### src/hw/usb_rx_pkg.sv
package usb_rx_pkg;

  // The DPLL walks these four phases once per bit time on a steady line.
  typedef enum logic [1:0] {
    PH_EARLY  = 2'd0,
    PH_STROBE = 2'd1,
    PH_MID    = 2'd2,
    PH_LATE   = 2'd3
  } dpll_phase_e;

  // One state per symbol of the KJKJKJKK sync pattern.
  typedef enum logic [2:0] {
    FS_IDLE = 3'd0,
    K1      = 3'd1,
    J1      = 3'd2,
    K2      = 3'd3,
    J2      = 3'd4,
    K3      = 3'd5,
    J3      = 3'd6,
    K4      = 3'd7
  } sync_state_e;

  localparam int BYTE_BITS = 8;
  localparam int BIT_CNT_W = 3;

endpackage

### src/hw/usb_line_pkg.sv
package usb_line_pkg;

  // Line symbols as seen on the bus, with the bits ordered {dn, dp}.
  typedef enum logic [1:0] {
    LS_SE0 = 2'b00,
    LS_J   = 2'b01,
    LS_K   = 2'b10,
    LS_SE1 = 2'b11
  } line_state_e;

  // After this many consecutive ones the transmitter inserts a zero.
  localparam int STUFF_LIMIT = 6;

endpackage
### src/hw/usb_rx_phy.sv
`timescale 1ns/1ps

module usb_rx_phy import usb_line_pkg::*, usb_rx_pkg::*; #(
  parameter int RST_CNT_W = 5
) (
  input  logic                 i_rx_phy_clk,
  input  logic                 i_tx_phy_rst,
  input  logic                 i_rxd,
  input  logic                 i_rxdp,
  input  logic                 i_rxdn,
  input  logic                 i_rx_en,
  output logic [BYTE_BITS-1:0] o_data,
  output logic                 o_rx_valid,
  output logic                 o_rx_active,
  output logic                 o_rx_error,
  output line_state_e          o_line_state,
  output logic                 o_usb_rst
);

  logic rxd_s, j, k, se0;
  logic fs_ce;
  logic synced, sync_err;

  usb_line_sampler u_sampler (
    .i_rx_phy_clk (i_rx_phy_clk),
    .i_rxd        (i_rxd),
    .i_rxdp       (i_rxdp),
    .i_rxdn       (i_rxdn),
    .o_rxd_s      (rxd_s),
    .o_j          (j),
    .o_k          (k),
    .o_se0        (se0),
    .o_line_state (o_line_state)
  );

  usb_rx_dpll u_dpll (
    .i_rx_phy_clk (i_rx_phy_clk),
    .i_tx_phy_rst (i_tx_phy_rst),
    .i_rxd_s      (rxd_s),
    .i_rx_en      (i_rx_en),
    .o_fs_ce      (fs_ce)
  );

  usb_sync_detect u_sync (
    .i_rx_phy_clk (i_rx_phy_clk),
    .i_tx_phy_rst (i_tx_phy_rst),
    .i_fs_ce      (fs_ce),
    .i_j          (j),
    .i_k          (k),
    .i_se0        (se0),
    .i_rx_en      (i_rx_en),
    .i_rx_active  (o_rx_active),
    .o_synced     (synced),
    .o_sync_err   (sync_err)
  );

  usb_rx_decoder u_decoder (
    .i_rx_phy_clk (i_rx_phy_clk),
    .i_tx_phy_rst (i_tx_phy_rst),
    .i_fs_ce      (fs_ce),
    .i_rxd_s      (rxd_s),
    .i_se0        (se0),
    .i_synced     (synced),
    .i_sync_err   (sync_err),
    .o_data       (o_data),
    .o_rx_valid   (o_rx_valid),
    .o_rx_active  (o_rx_active),
    .o_rx_error   (o_rx_error)
  );

  usb_bus_reset_detect #(
    .RST_CNT_W (RST_CNT_W)
  ) u_bus_reset (
    .i_rx_phy_clk (i_rx_phy_clk),
    .i_tx_phy_rst (i_tx_phy_rst),
    .i_fs_ce      (fs_ce),
    .i_line_state (o_line_state),
    .o_usb_rst    (o_usb_rst)
  );

endmodule

### src/hw/usb_bus_reset_detect.sv
`timescale 1ns/1ps

module usb_bus_reset_detect import usb_line_pkg::*; #(
  parameter int RST_CNT_W = 5
) (
  input  logic        i_rx_phy_clk,
  input  logic        i_tx_phy_rst,
  input  logic        i_fs_ce,
  input  line_state_e i_line_state,
  output logic        o_usb_rst
);

  logic [RST_CNT_W-1:0] rst_cnt;

  // Counts bit times of continuous SE0 and stops once reset is flagged.
  always_ff @(posedge i_rx_phy_clk or negedge i_tx_phy_rst)
    if (!i_tx_phy_rst)
      rst_cnt <= '0;
    else if (i_line_state != LS_SE0)
      rst_cnt <= '0;
    else if (!o_usb_rst && i_fs_ce)
      rst_cnt <= rst_cnt + 1'b1;

  always_ff @(posedge i_rx_phy_clk or negedge i_tx_phy_rst)
    if (!i_tx_phy_rst)
      o_usb_rst <= 1'b0;
    else
      o_usb_rst <= &rst_cnt;

endmodule

### src/hw/usb_rx_decoder.sv
`timescale 1ns/1ps

module usb_rx_decoder import usb_line_pkg::*, usb_rx_pkg::*; (
  input  logic                 i_rx_phy_clk,
  input  logic                 i_tx_phy_rst,
  input  logic                 i_fs_ce,
  input  logic                 i_rxd_s,
  input  logic                 i_se0,
  input  logic                 i_synced,
  input  logic                 i_sync_err,
  output logic [BYTE_BITS-1:0] o_data,
  output logic                 o_rx_valid,
  output logic                 o_rx_active,
  output logic                 o_rx_error
);

  localparam int ONE_CNT_W = $clog2(STUFF_LIMIT + 1);

  logic                 rx_valid_r, rx_valid1, valid_d;
  logic                 shift_en, sd_r, sd_nrzi, drop_bit;
  logic                 bit_stuff_err, byte_err, se0_r;
  logic [ONE_CNT_W-1:0] one_cnt;
  logic [BIT_CNT_W-1:0] bit_cnt;
  logic [BYTE_BITS-1:0] hold_reg, hold_next;

  always_ff @(posedge i_rx_phy_clk or negedge i_tx_phy_rst)
    if (!i_tx_phy_rst)
    begin
      o_rx_active <= 1'b0;
      rx_valid_r  <= 1'b0;
      shift_en    <= 1'b0;
      sd_nrzi     <= 1'b0;
      se0_r       <= 1'b0;
    end
    else
    begin
      // Active ends at the first SE0 that follows a completed byte.
      if (i_synced)
        o_rx_active <= 1'b1;
      else if (i_se0 && rx_valid_r)
        o_rx_active <= 1'b0;
      if (o_rx_valid)
        rx_valid_r <= 1'b1;
      else if (i_fs_ce)
        rx_valid_r <= 1'b0;
      if (i_fs_ce)
        shift_en <= i_synced | o_rx_active;
      // NRZI: no transition on the line is a one.
      if (!o_rx_active)
        sd_nrzi <= 1'b1;
      else if (i_fs_ce)
        sd_nrzi <= !(i_rxd_s ^ sd_r);
      se0_r <= i_se0;
    end

  always_ff @(posedge i_rx_phy_clk)
    if (i_fs_ce)
      sd_r <= i_rxd_s;

  assign drop_bit = (one_cnt == ONE_CNT_W'(STUFF_LIMIT));

  always_ff @(posedge i_rx_phy_clk or negedge i_tx_phy_rst)
    if (!i_tx_phy_rst)
    begin
      one_cnt <= '0;
      bit_cnt <= '0;
    end
    else if (!shift_en)
    begin
      one_cnt <= '0;
      bit_cnt <= '0;
    end
    else if (i_fs_ce)
    begin
      one_cnt <= (!sd_nrzi || drop_bit) ? '0 : one_cnt + 1'b1;
      if (!drop_bit)
        bit_cnt <= bit_cnt + 1'b1;
    end

  // The first shift after sync pushes a filler bit that falls out by the valid pulse.
  assign hold_next = {sd_nrzi, hold_reg[BYTE_BITS-1:1]};
  assign valid_d   = !drop_bit & rx_valid1 & i_fs_ce;

  always_ff @(posedge i_rx_phy_clk)
  begin
    if (i_fs_ce && shift_en && !drop_bit)
      hold_reg <= hold_next;
    if (valid_d)
      o_data <= hold_next;
  end

  always_ff @(posedge i_rx_phy_clk or negedge i_tx_phy_rst)
    if (!i_tx_phy_rst)
    begin
      rx_valid1     <= 1'b0;
      o_rx_valid    <= 1'b0;
      bit_stuff_err <= 1'b0;
      byte_err      <= 1'b0;
    end
    else
    begin
      if (i_fs_ce && !drop_bit && (bit_cnt == BIT_CNT_W'(BYTE_BITS - 1)))
        rx_valid1 <= 1'b1;
      else if (valid_d)
        rx_valid1 <= 1'b0;
      o_rx_valid    <= valid_d;
      bit_stuff_err <= drop_bit & sd_nrzi & i_fs_ce & !i_se0 & o_rx_active;
      byte_err      <= i_se0 & !se0_r & (bit_cnt > BIT_CNT_W'(1)) & o_rx_active;
    end

  assign o_rx_error = i_sync_err | bit_stuff_err | byte_err;

endmodule

### src/hw/usb_sync_detect.sv
`timescale 1ns/1ps

module usb_sync_detect import usb_rx_pkg::*; (
  input  logic i_rx_phy_clk,
  input  logic i_tx_phy_rst,
  input  logic i_fs_ce,
  input  logic i_j,
  input  logic i_k,
  input  logic i_se0,
  input  logic i_rx_en,
  input  logic i_rx_active,
  output logic o_synced,
  output logic o_sync_err
);

  sync_state_e state, next_state;
  logic        synced_d, sync_err_d;
  logic        se0_s;
  logic        j_en, k_en;

  assign j_en = i_j & i_rx_en;
  assign k_en = i_k & i_rx_en;

  // SE0 seen on the previous strobe also holds the search off.
  always_ff @(posedge i_rx_phy_clk or negedge i_tx_phy_rst)
    if (!i_tx_phy_rst)
      se0_s <= 1'b0;
    else if (i_fs_ce)
      se0_s <= i_se0;

  always_ff @(posedge i_rx_phy_clk or negedge i_tx_phy_rst)
    if (!i_tx_phy_rst)
      state <= FS_IDLE;
    else
      state <= next_state;

  always_comb
  begin
    next_state = state;
    synced_d   = 1'b0;
    sync_err_d = 1'b0;
    if (i_fs_ce && !i_rx_active && !i_se0 && !se0_s)
    begin
      next_state = FS_IDLE;
      case (state)
        FS_IDLE: if (k_en) next_state = K1;
        K1:      if (j_en) next_state = J1;
        J1:      if (k_en) next_state = K2;
        K2:      if (j_en) next_state = J2;
        J2:      if (k_en) next_state = K3;
        K3:
          if (j_en)
            next_state = J3;
          else
            synced_d = k_en;
        J3:      if (k_en) next_state = K4;
        default: synced_d = i_k;
      endcase
      // Falling back to idle mid-pattern without a completed sync is an error.
      sync_err_d = (state != FS_IDLE) && (state != K4) &&
                   (next_state == FS_IDLE) && !synced_d;
    end
  end

  assign o_synced = synced_d & i_rx_en;

  always_ff @(posedge i_rx_phy_clk or negedge i_tx_phy_rst)
    if (!i_tx_phy_rst)
      o_sync_err <= 1'b0;
    else
      o_sync_err <= sync_err_d & !i_rx_active;

endmodule

### src/hw/usb_rx_dpll.sv
`timescale 1ns/1ps

module usb_rx_dpll import usb_rx_pkg::*; (
  input  logic i_rx_phy_clk,
  input  logic i_tx_phy_rst,
  input  logic i_rxd_s,
  input  logic i_rx_en,
  output logic o_fs_ce
);

  dpll_phase_e phase, next_phase;
  logic        rxd_r;
  logic        change;
  logic        fs_ce_d, fs_ce_r1, fs_ce_r2;

  always_ff @(posedge i_rx_phy_clk)
    rxd_r <= i_rxd_s;

  assign change = (rxd_r != i_rxd_s);

  always_ff @(posedge i_rx_phy_clk or negedge i_tx_phy_rst)
    if (!i_tx_phy_rst)
      phase <= PH_STROBE;
    else
      phase <= next_phase;

  // An edge on the data pulls the phase back so the strobe lands mid-bit.
  always_comb
  begin
    fs_ce_d = 1'b0;
    case (phase)
      PH_EARLY:
        next_phase = (i_rx_en && change) ? PH_EARLY : PH_STROBE;
      PH_STROBE:
      begin
        fs_ce_d    = 1'b1;
        next_phase = (i_rx_en && change) ? PH_LATE : PH_MID;
      end
      PH_MID:
        next_phase = (i_rx_en && change) ? PH_EARLY : PH_LATE;
      default:
        next_phase = PH_EARLY;
    endcase
  end

  // Three stages line the strobe up with the debounced data and symbols.
  always_ff @(posedge i_rx_phy_clk or negedge i_tx_phy_rst)
    if (!i_tx_phy_rst)
    begin
      fs_ce_r1 <= 1'b0;
      fs_ce_r2 <= 1'b0;
      o_fs_ce  <= 1'b0;
    end
    else
    begin
      fs_ce_r1 <= fs_ce_d;
      fs_ce_r2 <= fs_ce_r1;
      o_fs_ce  <= fs_ce_r2;
    end

endmodule

### src/hw/usb_line_sampler.sv
`timescale 1ns/1ps

module usb_line_sampler import usb_line_pkg::*; (
  input  logic        i_rx_phy_clk,
  input  logic        i_rxd,
  input  logic        i_rxdp,
  input  logic        i_rxdn,
  output logic        o_rxd_s,
  output logic        o_j,
  output logic        o_k,
  output logic        o_se0,
  output line_state_e o_line_state
);

  logic        rxd_s0, rxd_s1;
  logic        rxdp_s0, rxdp_s1, rxdp_q, rxdp_s;
  logic        rxdn_s0, rxdn_s1, rxdn_q, rxdn_s;
  line_state_e sym;

  // Two-flop synchronisers on all three line inputs.
  always_ff @(posedge i_rx_phy_clk)
  begin
    rxd_s0  <= i_rxd;
    rxd_s1  <= rxd_s0;
    rxdp_s0 <= i_rxdp;
    rxdp_s1 <= rxdp_s0;
    rxdn_s0 <= i_rxdn;
    rxdn_s1 <= rxdn_s0;
  end

  // The data bit only moves once two samples agree.
  always_ff @(posedge i_rx_phy_clk)
    if (rxd_s0 && rxd_s1)
      o_rxd_s <= 1'b1;
    else if (!rxd_s0 && !rxd_s1)
      o_rxd_s <= 1'b0;

  // Each half is stretched by a cycle so a glitch at a crossover cannot fake SE0.
  always_ff @(posedge i_rx_phy_clk)
  begin
    rxdp_q <= rxdp_s0 & rxdp_s1;
    rxdp_s <= (rxdp_s0 & rxdp_s1) | rxdp_q;
    rxdn_q <= rxdn_s0 & rxdn_s1;
    rxdn_s <= (rxdn_s0 & rxdn_s1) | rxdn_q;
  end

  assign sym   = line_state_e'({rxdn_s, rxdp_s});
  assign o_j   = (sym == LS_J);
  assign o_k   = (sym == LS_K);
  assign o_se0 = (sym == LS_SE0);

  assign o_line_state = line_state_e'({rxdn_s1, rxdp_s1});

endmodule

### config.mk
export PLATFORM = sky130hd
export DESIGN_NAME = usb_rx_phy
export DESIGN_NICKNAME = d
export VERILOG_FILES = /design/src/hw/usb_rx_pkg.sv /design/src/hw/usb_line_pkg.sv /design/src/hw/usb_rx_phy.sv /design/src/hw/usb_bus_reset_detect.sv /design/src/hw/usb_rx_decoder.sv /design/src/hw/usb_sync_detect.sv /design/src/hw/usb_rx_dpll.sv /design/src/hw/usb_line_sampler.sv
export SDC_FILE = /design/constraint.sdc
export NUM_CORES = 1
export LEC_CHECK = 0
export ABC_AREA = 1
export BUFFER_PORTS_ARGS = -buffer_cell sky130_fd_sc_hd__buf_4
export CORE_AREA = 2 2 68 70
export DETAILED_ROUTE_END_ITERATION = 8
export DIE_AREA = 0 0 70 72
export GPL_TIMING_DRIVEN = 1
export HOLD_SLACK_MARGIN = 0.05
export PLACE_DENSITY_LB_ADDON = 0.2
export SYNTH_ARGS = -nofsm -noshare
export SYNTH_HDL_FRONTEND = slang
export SYNTH_SLANG_ARGS = --single-unit
export TNS_END_PERCENT = 30
### constraint.sdc
create_clock -name i_rx_phy_clk -period 2.2 [get_ports i_rx_phy_clk]
set_input_delay 0.22 -clock i_rx_phy_clk [delete_from_list [all_inputs] [get_ports i_rx_phy_clk]]
set_output_delay 0.22 -clock i_rx_phy_clk [all_outputs]
set_load 0.1 [all_outputs]
After elaboration in Yosys (flattened, before gate mapping)

Cells that the tools add are included.
W data, S select, Z words.

$add $sub $neg: 3
Mux-type cells: 35
Eq/ne operators: 17
Reduce and logical (&&, ||, !) cells: 40
Magnitude comparators: 1
Bitwise logic cells: 21

Operator list:

| operator              | number |
|---|---|
| $mux W3               | 11 |
| $pmux W3 S7           | 1 |
| $mux W1               | 16 |
| $and A1 B1 Y1         | 15 |
| $eq A3 B3 Y1 const B  | 5 |
| $logic_and A1 B1 Y1   | 15 |
| $logic_not A1 Y1      | 11 |
| $mux W5               | 2 |
| $reduce_bool A2 Y1    | 5 |
| $add A3 B1 Y3 const B | 2 |
| $eq A3 B2 Y1 const B  | 2 |
| $logic_not A3 Y1      | 2 |
| $mux W2               | 3 |
| $ne A2 B2 Y1 const B  | 3 |
| $pmux W2 S3           | 1 |
| $reduce_or A6 Y1      | 1 |
| $add A5 B1 Y5 const B | 1 |
| $or A1 B1 Y1          | 5 |
| $reduce_and A5 Y1     | 1 |
| $eq A2 B1 Y1 const B  | 2 |
| $eq A2 B2 Y1 const B  | 2 |
| $logic_not A2 Y1      | 2 |
| $eq A3 B1 Y1 const B  | 1 |
| $gt A3 B1 Y1 const B  | 1 |
| 7 further kinds       | 7 |

Output and inout port bits: 14
Word-level logic and storage cells: 152
Input bits: 6
Flip-flop bits (word level): 60

Depth between registers and ports, before layout

Gate-level depths: netlist (run 1).

Depth after elaboration: 10
Depth in mapped cells: 9
Depth with buffers taken out: 9

By module

Synthesis (run 1) repeated with hierarchy kept, for this count alone.

Cells, all modules: 236
Area total of the unflattened synthesis: 2,347.3 um^2

By module, submodules not included:

| module               | area each (um^2) | instances | cells an instance | seq. area each (um^2) |
|---|---|---|---|---|
| usb_rx_decoder       | 1,174.9          | 1         | 92                | 855.8 |
| usb_sync_detect      | 337.8            | 1         | 53                | 125.1 |
| usb_bus_reset_detect | 312.8            | 1         | 38                | 150.1 |
| usb_line_sampler     | 300.3            | 1         | 30                | 220.2 |
| usb_rx_dpll          | 221.5            | 1         | 23                | 146.4 |

Worst setup path before layout (run 1)

No wires, ideal clock.

Path type: reg-to-reg
Start point: reg u_decoder.o_rx_active
End point: reg u_decoder.shift_en
Path buffers: 0
Required time: 2,084 ps
Stages on the path, launching flop included: 8
Arrival: 1,510 ps
Period minus slack after synthesis: 1,626 ps
Setup slack: 574 ps
Library setup time: 116 ps
Path through: dfrtp_1 -> nor2_1 -> nand3_4 -> nor2_1 -> nand2_1 -> nand2_1 -> nand2_1 -> nand2_1

Longest elaborated chain between the ends: 7

RTL lines:

| what                              | RTL line              | RTL |
|---|---|---|
| start, declared                   | usb_rx_decoder.sv:13  | `output logic o_rx_active,` |
| start signal, assigned            | usb_rx_decoder.sv:29  | `o_rx_active <= 1'b0;` |
| start signal, assigned            | usb_rx_decoder.sv:39  | `o_rx_active <= 1'b1;` |
| start signal, assigned            | usb_rx_decoder.sv:41  | `o_rx_active <= 1'b0;` |
| $logic_not A1 Y1                  | n/a                   |  |
| $logic_and A1 B1 Y1 (3 in series) | usb_sync_detect.sv:42 | `if (i_fs_ce && !i_rx_active && !i_se0 && !se0_s)` |
| $mux W1                           | usb_sync_detect.sv:42 |  |
| $and A1 B1 Y1                     | usb_sync_detect.sv:65 | `assign o_synced = synced_d & i_rx_en;` |
| $or A1 B1 Y1 *                    | usb_rx_decoder.sv:47  | `shift_en <= i_synced \| o_rx_active;` |
| end signal, assigned              | usb_rx_decoder.sv:47  |  |
| end, declared                     | usb_rx_decoder.sv:20  | `logic shift_en, sd_r, sd_nrzi, drop_bit;` |

Mark *: on every way between the ends. The rest lies on a longest branch, timed or not.
A chain may end at the register's enable or synchronous reset.

Final worst setup path (run 1)

Start point: reg u_decoder.one_cnt[0]
End point: reg u_decoder.one_cnt[1]

Longest elaborated chain between the ends: 5
Elaborated cells on any way between the ends: 6
Those cells by class: 1 x add/sub; 1 x eq/ne; 3 x mux; 1 x reduce/logical

RTL lines:

| what                                                                  | RTL line             | RTL |
|---|---|---|
| start, declared                                                       | usb_rx_decoder.sv:22 | `logic [ONE_CNT_W-1:0] one_cnt;` |
| start signal, assigned                                                | usb_rx_decoder.sv:75 | `one_cnt <= (!sd_nrzi \|\| drop_bit) ? '0 : one_cnt + 1'b1;` |
| parallel branches: the longest is 2 deep, another holds $add A3 B1 Y3 | n/a                  |  |
| $mux W3 *                                                             | usb_rx_decoder.sv:75 |  |
| $mux W3 *                                                             | usb_rx_decoder.sv:73 | `else if (i_fs_ce)` |
| $mux W3 *                                                             | usb_rx_decoder.sv:68 | `else if (!shift_en)` |

Mark *: on every way between the ends. The select of a mux whose other input is x is not followed.

==> results of run 1 <==
## cells by family after synthesis
kind of cell	share of synthesized area
AND/OR/NAND/NOR	0.172
AO/OA/AOI/OAI	0.0603
XOR/XNOR	0.00768
adder cells (fa/ha/maj)	0.0428
buffers and inverters	0.0609
flip-flops	0.656
## cell usage after synthesis
cell type,n,area share
sky130_fd_sc_hd__nand2_1,42,0.069
sky130_fd_sc_hd__dfrtp_1,30,0.33
sky130_fd_sc_hd__inv_1,30,0.049
sky130_fd_sc_hd__nor2_1,22,0.036
sky130_fd_sc_hd__edfxtp_1,16,0.21
sky130_fd_sc_hd__nand3_1,13,0.029
sky130_fd_sc_hd__dfxtp_1,12,0.11
sky130_fd_sc_hd__o21ai_0,11,0.024
sky130_fd_sc_hd__a21oi_1,8,0.018
sky130_fd_sc_hd__ha_1,7,0.038
sky130_fd_sc_hd__buf_4,2,0.0066
sky130_fd_sc_hd__nor3_1,2,0.0044
sky130_fd_sc_hd__or2_2,2,0.0055
sky130_fd_sc_hd__xor2_1,2,0.0077
sky130_fd_sc_hd__a21o_1,1,0.0033
sky130_fd_sc_hd__a22oi_1,1,0.0033
sky130_fd_sc_hd__buf_6,1,0.0049
sky130_fd_sc_hd__dfstp_2,1,0.012
sky130_fd_sc_hd__maj3_1,1,0.0044
sky130_fd_sc_hd__nand2_4,1,0.0049
sky130_fd_sc_hd__nand3_4,1,0.0077
sky130_fd_sc_hd__nor2_2,1,0.0027
sky130_fd_sc_hd__nor2_4,1,0.0049
sky130_fd_sc_hd__nor4_1,1,0.0027
sky130_fd_sc_hd__o21a_1,1,0.0033
sky130_fd_sc_hd__o21ai_1,1,0.0022
sky130_fd_sc_hd__o21ai_2,1,0.0038
sky130_fd_sc_hd__o22ai_1,1,0.0027
sky130_fd_sc_hd__or2_0,1,0.0027
sky130_fd_sc_hd__or3_1,1,0.0027
## final cells by class
| cell class | instances | area [um^2] | share of cell area |
|---|---|---|---|
| well taps | 52 | 65.1 | 0.0238 |
| inverters | 30 | 113 | 0.0413 |
| clock buffers | 11 | 141 | 0.0518 |
| repair buffers | 24 | 190 | 0.0697 |
| clock inverters | 5 | 76.3 | 0.0280 |
| multi-input cells | 123 | 646 | 0.237 |
| flip-flops and latches | 59 | 1500 | 0.549 |
## final timing paths
check	start	cells past startpoint	endpoint	slack, ns
max	u_decoder.one_cnt[0]	7	u_decoder.one_cnt[1]	0.65
min	i_rx_en	3	u_dpll.phase[0]	0.13
max reg2reg	u_decoder.one_cnt[0]	7	u_decoder.one_cnt[1]	0.65
min reg2reg	u_sampler.rxdp_s0	0	u_sampler.rxdp_s1	0.35
max in group asynchronous	i_tx_phy_rst	2	u_dpll.phase[0]	1.53
min in group asynchronous	i_tx_phy_rst	2	u_bus_reset.rst_cnt[1]	0.35
## routing by layer
metal | part of all wire | wire length [um] | track usage | vias to the layer above
li1 | - | - | - | 757
met1 | 0.47 | 1670 | 0.200 | 674
met2 | 0.45 | 1620 | 0.252 | 25
met3 | 0.053 | 189 | 0.0778 | 9
met4 | 0.028 | 99 | 0.0962 | 0
met5 | 0 | 0 | 0 | -
## metrics by stage
step	util	setup WS (ns)	area (um^2)
final	0.640	0.650	2730
after global routing	0.640	0.483	2730
after CTS	0.640	0.621	2730
after detailed placement	0.580	0.640	2470
after global placement	0.580	0.717	2470
after floorplan	-	0.574	2280
## critical path: cells and delay by family (launching register included)
| family | cells | cell delay, ns |
|---|---|---|
| adders and majority gates | 1 | 0.19 |
| buffers and inverters | 1 | 0.06 |
| AOI/OAI and AO/OA | 1 | 0.15 |
| DFF | 1 | 0.40 |
| and+or+nand+nor | 4 | 0.66 |
## power by group
group	switching [mW]	leakage [nW]	total [mW]	internal [mW]
clock	0.402	0.114	1.07	0.665
sequential	0.135	0.650	1.46	1.32
combinational	0.556	0.534	0.754	0.198
==> metrics.txt, run 1 <==
# TYPE chip_impl_metric gauge
chip_impl_metric{name="dp_hpwl",unit="um"} 2540
chip_impl_metric{name="post_layout_nonfiller_instances",unit=""} 304
chip_impl_metric{name="crit_path_max_incr_delay",unit="ns"} 0.40
chip_impl_metric{name="cts-buffers-inserted",unit=""} 9
chip_impl_metric{name="route.detailed.wl_per_inst",unit="um"} 11.8
chip_impl_metric{name="cts_setup_buffers",unit=""} 0
chip_impl_info{name="mostFrequentLayoutCells",value="sky130_fd_sc_hd__nand2_1, sky130_fd_sc_hd__inv_1, sky130_fd_sc_hd__dfrtp_1"} 1
chip_impl_metric{name="clock_skew",unit="ns"} 0.00759
chip_impl_metric{name="antenna_cells",unit=""} 0
chip_impl_metric{name="cts.sink_count",unit=""} 59
chip_impl_info{name="start_kind",value="flip-flop"} 1
chip_impl_metric{name="dr.first_iter.drc_count",unit=""} 93
chip_impl_metric{name="cts_resized",unit=""} 0
chip_impl_metric{name="timing.critical_path.arrival",unit="ns"} 1.80
chip_impl_info{name="cp-end-kind",value="flip-flop"} 1
chip_impl_metric{name="mappedNetlistNets",unit=""} 228
chip_impl_metric{name="tightestPinTransition",unit="ns"} 0.432
chip_impl_metric{name="maxClockFrequency",unit="GHz"} 0.645
chip_impl_metric{name="post_synth_num_cell_types",unit=""} 30
chip_impl_metric{name="timing_max_transition_violations_final",unit=""} 0
chip_impl_info{name="critPathMostFrequentCell",value="sky130_fd_sc_hd__nand2_1"} 1
chip_impl_metric{name="yosys_register_bits",unit=""} 59
chip_impl_metric{name="floorplan.rows",unit=""} 24
chip_impl_metric{name="detail_route.drc_violations",unit=""} 0
chip_impl_metric{name="dieArea",unit="um^2"} 5040
chip_impl_metric{name="syn_avg_cell_area",unit="um^2"} 10.6
chip_impl_metric{name="layout-drive-gt1-share",unit=""} 0.171
chip_impl_info{name="status",value="finished clean"} 1
chip_impl_metric{name="final-hold-violation-count",unit=""} 0
chip_impl_metric{name="yosysSeqAreaShare",unit=""} 0.656
chip_impl_metric{name="synth_area",unit="um^2"} 2280
chip_impl_metric{name="drv.max_cap_violation_count",unit=""} 0
chip_impl_metric{name="worstPathMaxFanout",unit=""} 11
chip_impl_metric{name="final-setup-viol-count",unit=""} 0
chip_impl_metric{name="worst_ir_drop_vdd",unit="V"} 0.000713
chip_impl_info{name="grt_setup_unrepaired",value="no"} 1
chip_impl_metric{name="whs",unit="ns"} 0.134
chip_impl_metric{name="max_ffs_per_register",unit=""} 8
chip_impl_info{name="root_buffer_selected_by_cts",value="sky130_fd_sc_hd__clkbuf_8"} 1
chip_impl_metric{name="grt_pass1_vias",unit=""} 1417
chip_impl_metric{name="largest_net_degree_at_the_start_of_global_routing",unit=""} 32
chip_impl_metric{name="synth.yosys.warnings",unit=""} 0
chip_impl_metric{name="finalCriticalPeriod",unit="ns"} 1.55
chip_impl_metric{name="insertion_delay",unit="ns"} 0.33
chip_impl_metric{name="chip_width",unit="um"} 70
chip_impl_metric{name="cts_hold_bufs",unit=""} 4
chip_impl_metric{name="cp_data_required_time",unit="ns"} 2.45
chip_impl_metric{name="antenna_found_initial",unit=""} 0
chip_impl_metric{name="ioPinCount",unit=""} 20
chip_impl_metric{name="vias",unit=""} 1465
chip_impl_metric{name="nNetsFinal",unit=""} 260
chip_impl_metric{name="start_util",unit=""} 0.535
chip_impl_info{name="most_frequent_standard_cell_in_the_layout_excluding_fill_and_tap_cells",value="sky130_fd_sc_hd__nand2_1"} 1
chip_impl_metric{name="power",unit="mW"} 3.28
chip_impl_metric{name="power.leakage",unit="nW"} 1.30
chip_impl_metric{name="placed_cells_incl_taps",unit=""} 284
chip_impl_info{name="cts_tree",value="built"} 1
chip_impl_metric{name="nFillCells",unit=""} 340
chip_impl_metric{name="final_antenna_net_count",unit=""} 0
chip_impl_metric{name="clk_transition_reported_paths",unit="ns"} 0.07
chip_impl_metric{name="wirelength",unit="um"} 3580
chip_impl_info{name="crit_path_top_delay_cell",value="sky130_fd_sc_hd__dfrtp_1"} 1
chip_impl_metric{name="gate_count_after_technology_mapping",unit=""} 215
chip_impl_metric{name="via_per_inst",unit=""} 4.82
chip_impl_metric{name="io_buffer_count",unit=""} 19
chip_impl_metric{name="floorplan.die.height",unit="um"} 72
chip_impl_metric{name="worst_case_clock_buffer_depth",unit=""} 2
chip_impl_metric{name="core-area",unit="um^2"} 4260
chip_impl_metric{name="period_utilization",unit=""} 0.705
chip_impl_metric{name="grt_first_pass_wirelength",unit="um"} 6230
chip_impl_info{name="min-delay-path-class",value="in2reg"} 1
chip_impl_info{name="critPathKind",value="reg2reg"} 1
chip_impl_metric{name="final.setup.tns",unit="ns"} 0
chip_impl_metric{name="grt_overflow_total",unit=""} 0
chip_impl_metric{name="timing.slew.headroom",unit=""} 0.711
chip_impl_metric{name="global_route.usage.total",unit=""} 0.167
chip_impl_metric{name="htreeDepth",unit=""} 3
chip_impl_metric{name="p_per_area",unit="nW/um^2"} 1200
chip_impl_metric{name="first_pass_iters",unit=""} 4
chip_impl_metric{name="place_congestion",unit=""} 0.783
chip_impl_info{name="crit_path_cell_trace",value="inv_1 > ha_1 > nand2_1 > nand2_1 > nor2_4 > nand2_1 > o21ai_0"} 1
chip_impl_metric{name="area_growth_syn_to_layout",unit="%"} 19.6
No activity file was read; power rests on OpenSTA's default activity.
==> run 2, diff against run 1 <==
- CORE_AREA: 2 2 68 70 -> 2 2 70 72
- DIE_AREA: 0 0 70 72 -> 0 0 72 74
- clock period: 2.2 -> 1.4 ns (I/O delays scaled with it)
==> run 2 against run 1 <==
  * The flow now finishes with violations (negative setup slack)
  * Register-to-register slack worse by 0.56 ns
  * Combinational power grew 76%
  * Clock skew rose by 0.0025 ns
  * Hold slack improved by 0.14 ns
  * Power is 57% higher
  * Count of clock-buffer cells in the layout did not move
  * Sequential power increased by 55%
  * Die area increased by 5.7%
  * Sequential share of layout area fell by 2.0 points
  * Via count grew 3.1%
==> metrics.txt, run 2 (synthesized netlist as in run 1, its figures left out) <==
# TYPE chip_impl_metric gauge
chip_impl_metric{name="io_buffer_count",unit=""} 19
chip_impl_metric{name="dr.first_iter.drc_count",unit=""} 62
chip_impl_metric{name="routedLengthMet1",unit="um"} 1740
chip_impl_metric{name="worst_case_clock_buffer_depth",unit=""} 2
chip_impl_info{name="cp-end-kind",value="output port"} 1
chip_impl_metric{name="insertion_delay",unit="ns"} 0.34
chip_impl_info{name="crit_path_top_delay_cell",value="sky130_fd_sc_hd__or3_4"} 1
chip_impl_metric{name="htreeDepth",unit=""} 3
chip_impl_metric{name="power.leakage",unit="nW"} 1.33
chip_impl_metric{name="period_utilization",unit=""} 1.00
chip_impl_metric{name="cts.sink_count",unit=""} 59
chip_impl_metric{name="met3_length",unit="um"} 206
chip_impl_metric{name="timing_max_transition_violations_final",unit=""} 0
chip_impl_metric{name="place_congestion",unit=""} 0.733
chip_impl_metric{name="maxClockFrequency",unit="GHz"} 0.714
chip_impl_metric{name="dp_hpwl",unit="um"} 2490
chip_impl_metric{name="vias",unit=""} 1511
chip_impl_info{name="crit_path_cell_trace",value="or3_4 > buf_12"} 1
chip_impl_metric{name="global_route.usage.total",unit=""} 0.159
chip_impl_metric{name="place_worst_setup_slack",unit="ns"} -0.0756
chip_impl_metric{name="cp_data_required_time",unit="ns"} 1.26
chip_impl_metric{name="finalWorstSetupSlack",unit="ns"} -0.00128
chip_impl_metric{name="final.setup.tns",unit="ns"} -0.00128
chip_impl_metric{name="floorplan.die.height",unit="um"} 74
chip_impl_metric{name="cts-buffers-inserted",unit=""} 9
chip_impl_metric{name="chip_width",unit="um"} 72
chip_impl_metric{name="finalCriticalPeriod",unit="ns"} 1.40
chip_impl_metric{name="grt_first_pass_wirelength",unit="um"} 6190
chip_impl_metric{name="wirelength",unit="um"} 3630
chip_impl_metric{name="floorplan.rows",unit=""} 25
chip_impl_metric{name="clk_transition_reported_paths",unit="ns"} 0.07
chip_impl_metric{name="via_per_inst",unit=""} 4.81
chip_impl_info{name="critPathKind",value="reg2out"} 1
chip_impl_metric{name="final_antenna_net_count",unit=""} 0
chip_impl_metric{name="stdcell_area",unit="um^2"} 2840
chip_impl_metric{name="largest_net_degree_at_the_start_of_global_routing",unit=""} 32
chip_impl_info{name="start_kind",value="flip-flop"} 1
chip_impl_metric{name="timing.critical_path.arrival",unit="ns"} 1.26
chip_impl_metric{name="p_per_area",unit="nW/um^2"} 1820
chip_impl_metric{name="grt_overflow_total",unit=""} 0
chip_impl_metric{name="nNetsFinal",unit=""} 268
chip_impl_metric{name="timing.slew.headroom",unit=""} 0.740
chip_impl_metric{name="core-area",unit="um^2"} 4600
chip_impl_metric{name="final-hold-violation-count",unit=""} 0
chip_impl_info{name="grt_setup_unrepaired",value="yes"} 1
chip_impl_metric{name="clock_skew",unit="ns"} 0.0101
chip_impl_metric{name="area_growth_syn_to_layout",unit="%"} 24.3
chip_impl_metric{name="drv.max_cap_violation_count",unit=""} 0
chip_impl_metric{name="met2WireLength",unit="um"} 1630
chip_impl_metric{name="antenna_cells",unit=""} 0
chip_impl_metric{name="layout-drive-gt1-share",unit=""} 0.215
chip_impl_metric{name="ioPinCount",unit=""} 20
chip_impl_metric{name="tightestPinTransition",unit="ns"} 0.390
chip_impl_metric{name="worstPathMaxFanout",unit=""} 1
chip_impl_metric{name="area_after_dpl",unit="um^2"} 2520
chip_impl_info{name="cpLargestDelayFamily",value="simple AND/OR/NAND/NOR gates"} 1
chip_impl_info{name="root_buffer_selected_by_cts",value="sky130_fd_sc_hd__clkbuf_8"} 1
chip_impl_metric{name="dieArea",unit="um^2"} 5330
chip_impl_info{name="mostFrequentLayoutCells",value="sky130_fd_sc_hd__nand2_1, sky130_fd_sc_hd__inv_1, sky130_fd_sc_hd__dfrtp_1"} 1
chip_impl_metric{name="first_pass_iters",unit=""} 4
chip_impl_info{name="dr.max_layer_used",value="met4"} 1
chip_impl_info{name="violations",value="negative setup slack"} 1
chip_impl_metric{name="final-setup-viol-count",unit=""} 1
chip_impl_info{name="cts_tree",value="built"} 1
chip_impl_info{name="min-delay-path-class",value="in2async"} 1
chip_impl_metric{name="crit_path_max_incr_delay",unit="ns"} 0.39
chip_impl_metric{name="route.detailed.wl_per_inst",unit="um"} 11.6
chip_impl_metric{name="max_ffs_per_register",unit=""} 8
chip_impl_metric{name="detail_route.drc_violations",unit=""} 0
chip_impl_metric{name="cp.buffers_inverters",unit=""} 1
chip_impl_metric{name="start_util",unit=""} 0.496
chip_impl_metric{name="worst_ir_drop_vdd",unit="V"} 0.000928
chip_impl_metric{name="grt_pass1_vias",unit=""} 1444
chip_impl_info{name="most_frequent_standard_cell_in_the_layout_excluding_fill_and_tap_cells",value="sky130_fd_sc_hd__nand2_1"} 1
chip_impl_info{name="status",value="finished with violations"} 1
chip_impl_metric{name="antenna_found_initial",unit=""} 0
run 2: power by group:
group / total, mW / internal (mW) / switching, mW
Combinational: 1.33 / 0.385 / 0.941
Clock: 1.56 / 0.868 / 0.696
Sequential: 2.26 / 2.08 / 0.181
run 2: cell type report:
class / count / area [um^2]
tap: 54 / 67.6
clock inverter: 5 / 37.5
timing repair buffer: 32 / 278
sequential: 59 / 1500
clock buffer: 11 / 174
fill: 377 / 1760
multi-input combinational: 123 / 668
inverter: 30 / 113
run 2: metal layers:
metal | track usage | up-vias
met4 | 0.0755 | 0
met5 | 0 | -
li1 | - | 770
met3 | 0.0664 | 6
met1 | 0.194 | 702
met2 | 0.247 | 33
run 2: path summary, 6_finish.rpt:
path                       depth (start not counted)               startpoint                  end  slack (ns)
min                                                2             i_tx_phy_rst      u_dpll.phase[1]        0.27
min reg2reg                                        0        u_sampler.rxdp_s0    u_sampler.rxdp_s1        0.35
max reg2reg                                        5     u_decoder.one_cnt[0]  u_decoder.o_data[7]        0.09
max                                                2  u_decoder.bit_stuff_err           o_rx_error      -0.001
min in group i_rx_phy_clk                          0        u_sampler.rxdp_s0    u_sampler.rxdp_s1        0.35
max in group asynchronous                          2             i_tx_phy_rst      u_dpll.phase[0]        0.81
run 2: timing repair:
action / 4_1_cts / 5_1_grt
setup buffers: 2 / 0
endpoints found under the hold margin: 35 / 0
pin swaps: 2 / 2
hold buffers: 5 / 0
gates resized for setup: 5 / 2
setup endpoints to repair: 18 / 18
gates cloned: 0 / 0
run 2: through the flow:
stage          std cells  utilization  total power [mW]  hold WS [ns]
2_1_floorplan        215            -              3.27        -0.156
3_3_place_gp         291        0.548              3.53        0.0959
3_5_place_dp         291        0.548              3.56        0.0983
4_1_cts              314        0.615              5.19         0.265
5_1_grt              314        0.617              5.42         0.306
6_report             314        0.617              5.15         0.272
==> run 3, diff against run 2 <==
- CORE_AREA: 2 2 70 72 -> 2 2 71 73
- DIE_AREA: 0 0 72 74 -> 0 0 73 75
- PLACE_DENSITY: unset -> 0.8
- PLACE_DENSITY_LB_ADDON: 0.2 -> unset
- SYNTH_HIERARCHICAL: unset -> 1
==> run 3 against run 2 <==
  * The flow now finishes without violations
  * Worst setup slack gained 0.013 ns
  * Highest routed layer unchanged
  * Sequential share of layout area shrank 0.19 points
  * Cell count grew 5.7%
  * Clock power shrank 4%
==> metrics.txt, run 3 <==
# TYPE chip_impl_metric gauge
chip_impl_metric{name="cp_data_required_time",unit="ns"} 1.26
chip_impl_metric{name="synth-edff-count",unit=""} 16
chip_impl_metric{name="clock_skew",unit="ns"} 0.00627
chip_impl_info{name="cts_tree",value="built"} 1
chip_impl_metric{name="gate_count_after_technology_mapping",unit=""} 236
chip_impl_info{name="synth_common_cells",value="sky130_fd_sc_hd__nand2_1, sky130_fd_sc_hd__inv_1, sky130_fd_sc_hd__dfrtp_1, sky130_fd_sc_hd__nor2_1, sky130_fd_sc_hd__edfxtp_1"} 1
chip_impl_metric{name="grt_overflow_total",unit=""} 0
chip_impl_info{name="dominantRegCellSynth",value="sky130_fd_sc_hd__dfrtp_1"} 1
chip_impl_metric{name="chip_width",unit="um"} 73
chip_impl_metric{name="mappedNetlistNets",unit=""} 249
chip_impl_metric{name="post_layout_nonfiller_instances",unit=""} 332
chip_impl_metric{name="yosysSeqAreaShare",unit=""} 0.638
chip_impl_metric{name="synth.yosys.warnings",unit=""} 6
chip_impl_info{name="cell_type_with_the_highest_aggregate_area_in_the_netlist",value="sky130_fd_sc_hd__dfrtp_1"} 1
chip_impl_metric{name="final-setup-viol-count",unit=""} 0
chip_impl_metric{name="core-area",unit="um^2"} 4660
chip_impl_info{name="cp-end-kind",value="output port"} 1
chip_impl_metric{name="crit_path_max_incr_delay",unit="ns"} 0.39
chip_impl_metric{name="timing.critical_path.arrival",unit="ns"} 1.25
chip_impl_info{name="cpLargestDelayFamily",value="simple AND/OR/NAND/NOR gates"} 1
chip_impl_metric{name="final_antenna_net_count",unit=""} 0
chip_impl_metric{name="wirelength",unit="um"} 3740
chip_impl_metric{name="worst_ir_drop_vdd",unit="V"} 0.000812
chip_impl_metric{name="yosys_register_bits",unit=""} 59
chip_impl_metric{name="final-hold-violation-count",unit=""} 0
chip_impl_metric{name="insertion_delay",unit="ns"} 0.33
chip_impl_metric{name="clk_transition_reported_paths",unit="ns"} 0.06
chip_impl_metric{name="start_util",unit=""} 0.504
chip_impl_metric{name="dp_hpwl",unit="um"} 2530
chip_impl_metric{name="synth-async-reset-ratio",unit=""} 0.525
chip_impl_info{name="min-delay-path-class",value="in2reg"} 1
chip_impl_metric{name="detail_route.drc_violations",unit=""} 0
chip_impl_metric{name="floorplan.rows",unit=""} 25
chip_impl_metric{name="seq_area",unit="um^2"} 1500
chip_impl_info{name="grt_setup_unrepaired",value="yes"} 1
chip_impl_metric{name="grt_pass1_vias",unit=""} 1482
chip_impl_metric{name="tightestPinTransition",unit="ns"} 0.390
chip_impl_info{name="crit_path_top_delay_cell",value="sky130_fd_sc_hd__or3_4"} 1
chip_impl_metric{name="route.detailed.wl_per_inst",unit="um"} 11.3
chip_impl_metric{name="io_buffer_count",unit=""} 19
chip_impl_metric{name="drv.max_cap_violation_count",unit=""} 0
chip_impl_info{name="ys_top_cells_by_area",value="sky130_fd_sc_hd__dfrtp_1, sky130_fd_sc_hd__edfxtp_1, sky130_fd_sc_hd__dfxtp_1"} 1
chip_impl_metric{name="cts.sink_count",unit=""} 59
chip_impl_metric{name="period_utilization",unit=""} 0.991
chip_impl_metric{name="final.setup.tns",unit="ns"} 0
chip_impl_metric{name="p_sw",unit="mW"} 1.70
chip_impl_metric{name="first_pass_iters",unit=""} 4
chip_impl_metric{name="layout-drive-gt1-share",unit=""} 0.241
chip_impl_metric{name="placed_cells_incl_taps",unit=""} 312
chip_impl_metric{name="use_met1",unit=""} 0.203
chip_impl_metric{name="global_route.usage.total",unit=""} 0.161
chip_impl_metric{name="cellInternalPower",unit="mW"} 3.26
chip_impl_metric{name="nNetsFinal",unit=""} 286
chip_impl_metric{name="power.share.switching",unit=""} 0.343
chip_impl_metric{name="cts_setup_buffers",unit=""} 0
chip_impl_metric{name="nFillCells",unit=""} 375
chip_impl_metric{name="antenna_found_initial",unit=""} 0
chip_impl_info{name="crit_path_cell_trace",value="or3_4 > buf_12"} 1
chip_impl_metric{name="finalWorstSetupSlack",unit="ns"} 0.0122
chip_impl_metric{name="combPwrFrac",unit=""} 0.251
chip_impl_metric{name="post_synth_num_cell_types",unit=""} 29
chip_impl_metric{name="synth_area",unit="um^2"} 2350
chip_impl_metric{name="cp.buffers_inverters",unit=""} 1
chip_impl_metric{name="floorplan.die.height",unit="um"} 75
chip_impl_metric{name="groute.layer.met2.usage",unit=""} 0.235
chip_impl_metric{name="grt_first_pass_wirelength",unit="um"} 6340
chip_impl_metric{name="multiInputGateArea",unit="um^2"} 708
chip_impl_metric{name="place_congestion",unit=""} 0.828
chip_impl_metric{name="worst_case_clock_buffer_depth",unit=""} 2
chip_impl_metric{name="maxClockFrequency",unit="GHz"} 0.721
chip_impl_metric{name="via_per_inst",unit=""} 4.78
chip_impl_metric{name="dr.first_iter.drc_count",unit=""} 119
chip_impl_metric{name="antenna_cells",unit=""} 0
chip_impl_metric{name="grt.met3_usage",unit=""} 0.0723
chip_impl_metric{name="cts-buffers-inserted",unit=""} 9
chip_impl_metric{name="dieArea",unit="um^2"} 5480
chip_impl_metric{name="timing.slew.headroom",unit=""} 0.740
chip_impl_metric{name="timing_max_transition_violations_final",unit=""} 0
chip_impl_metric{name="p_per_area",unit="nW/um^2"} 1740
chip_impl_metric{name="power",unit="mW"} 4.97
chip_impl_info{name="mostFrequentLayoutCells",value="sky130_fd_sc_hd__nand2_1, sky130_fd_sc_hd__inv_1, sky130_fd_sc_hd__dfrtp_1"} 1
chip_impl_metric{name="vias",unit=""} 1586
chip_impl_metric{name="htreeDepth",unit=""} 3
chip_impl_metric{name="power_frac_seq",unit=""} 0.449
chip_impl_metric{name="clkPwrFrac",unit=""} 0.299
chip_impl_info{name="root_buffer_selected_by_cts",value="sky130_fd_sc_hd__clkbuf_8"} 1
chip_impl_metric{name="netlist.area_leader.share",unit=""} 0.320
chip_impl_metric{name="ioPinCount",unit=""} 20
chip_impl_metric{name="area_growth_syn_to_layout",unit="%"} 21.5
chip_impl_info{name="start_kind",value="flip-flop"} 1
chip_impl_info{name="yosysMostFrequentCell",value="sky130_fd_sc_hd__nand2_1"} 1
chip_impl_metric{name="finalCriticalPeriod",unit="ns"} 1.39
chip_impl_metric{name="largest_net_degree_at_the_start_of_global_routing",unit=""} 32
chip_impl_metric{name="worstPathMaxFanout",unit=""} 1
chip_impl_metric{name="max_ffs_per_register",unit=""} 8
chip_impl_metric{name="power.leakage",unit="nW"} 1.36
chip_impl_info{name="grt_busiest_layer",value="met2"} 1
chip_impl_info{name="status",value="finished clean"} 1
chip_impl_info{name="critPathKind",value="reg2out"} 1
chip_impl_metric{name="syn_avg_cell_area",unit="um^2"} 9.95
chip_impl_metric{name="place_worst_setup_slack",unit="ns"} 0.0610
chip_impl_info{name="most_frequent_standard_cell_in_the_layout_excluding_fill_and_tap_cells",value="sky130_fd_sc_hd__nand2_1"} 1
chip_impl_metric{name="post-route-util",unit=""} 0.612
## run 3: changes by cell type in the layout (fill, tap and decap cells not counted), sizes merged, moves of 2 or more
| cell | previous run | this run |
|---|---|---|
| nand2 | 43 | 55 |
| nor2 | 24 | 34 |
| inv | 33 | 39 |
| o21ai | 13 | 9 |
| buf | 27 | 24 |
| clkbuf | 11 | 13 |
| or2 | 3 | 1 |
| xor2 | 2 | 0 |
## run 3: routing by layer
metal / vias to the layer above / wire [um]
met3: 8 / 180
met4: 0 / 71
met5: - / 0
met2: 35 / 1730
li1: 820 / -
met1: 723 / 1760
## run 3: power by group through the flow
stage	Combinational, mW	Sequential (mW)	Clock, mW
floorplan	0.589	2.56	0
global placement	1.19	2.26	0
detailed placement	1.22	2.27	0
CTS	1.25	2.23	1.53
global route	1.38	2.27	1.61
finish	1.25	2.23	1.49
## run 3: worst reg2reg max path, stage by stage (launching register included)
cell,delay [ns]
sky130_fd_sc_hd__dfrtp_1,0.35
sky130_fd_sc_hd__inv_1,0.07
sky130_fd_sc_hd__ha_1,0.21
sky130_fd_sc_hd__nand2_2,0.09
sky130_fd_sc_hd__nand2_2,0.08
sky130_fd_sc_hd__nor2_2,0.08
sky130_fd_sc_hd__buf_4,0.17
## run 3: layout make-up
class	count	share of cell area
well taps	54	0.0237
multi-input cells	137	0.248
clock inverters	3	0.00614
repair buffers	28	0.0816
inverters	38	0.0505
flip-flops and latches	59	0.527
clock buffers	13	0.0632
## run 3: timing repair
action | 4_1_cts | 5_1_grt
endpoints found under the hold margin | 34 | 0
pin swaps | 1 | 1
hold buffers | 4 | 0
gates resized for setup | 4 | 4
endpoints found under the setup margin | 1 | 4
## run 3: cell families (layout without fill, tap and decap cells)
kind of cell | after synthesis | count (layout) | synth area share
AOI/OAI and AO/OA | 20 | 20 | 0.0485
adders and majority gates | 7 | 7 | 0.0373
buffers and inverters | 40 | 82 | 0.0677
DFF | 59 | 59 | 0.638
and+or+nand+nor | 110 | 110 | 0.208
## run 3: worst paths after layout
kind / from / endpoint / slack [ns] / depth (start not counted)
worst max-delay path: u_sync/o_sync_err / o_rx_error / 0.01 / 2
worst min-delay path: i_rx_en / u_dpll/phase[1] / 0.14 / 4
worst max register to register: u_decoder/one_cnt[0] / u_decoder/o_data[0] / 0.07 / 6
worst min register to register: u_dpll/fs_ce_r1 / u_dpll/fs_ce_r2 / 0.35 / 0
max in group asynchronous: i_tx_phy_rst / u_dpll/phase[0] / 0.80 / 2
min in group asynchronous: i_tx_phy_rst / u_sync/state[0] / 0.27 / 2
## run 3: through the flow
stage	hold slack, ns	area, um^2
4_1_cts	0.122	2840
5_1_grt	0.161	2850
3_3_place_gp	0.0950	2590
3_5_place_dp	0.0962	2590
6_report	0.141	2850
2_1_floorplan	-0.156	2350
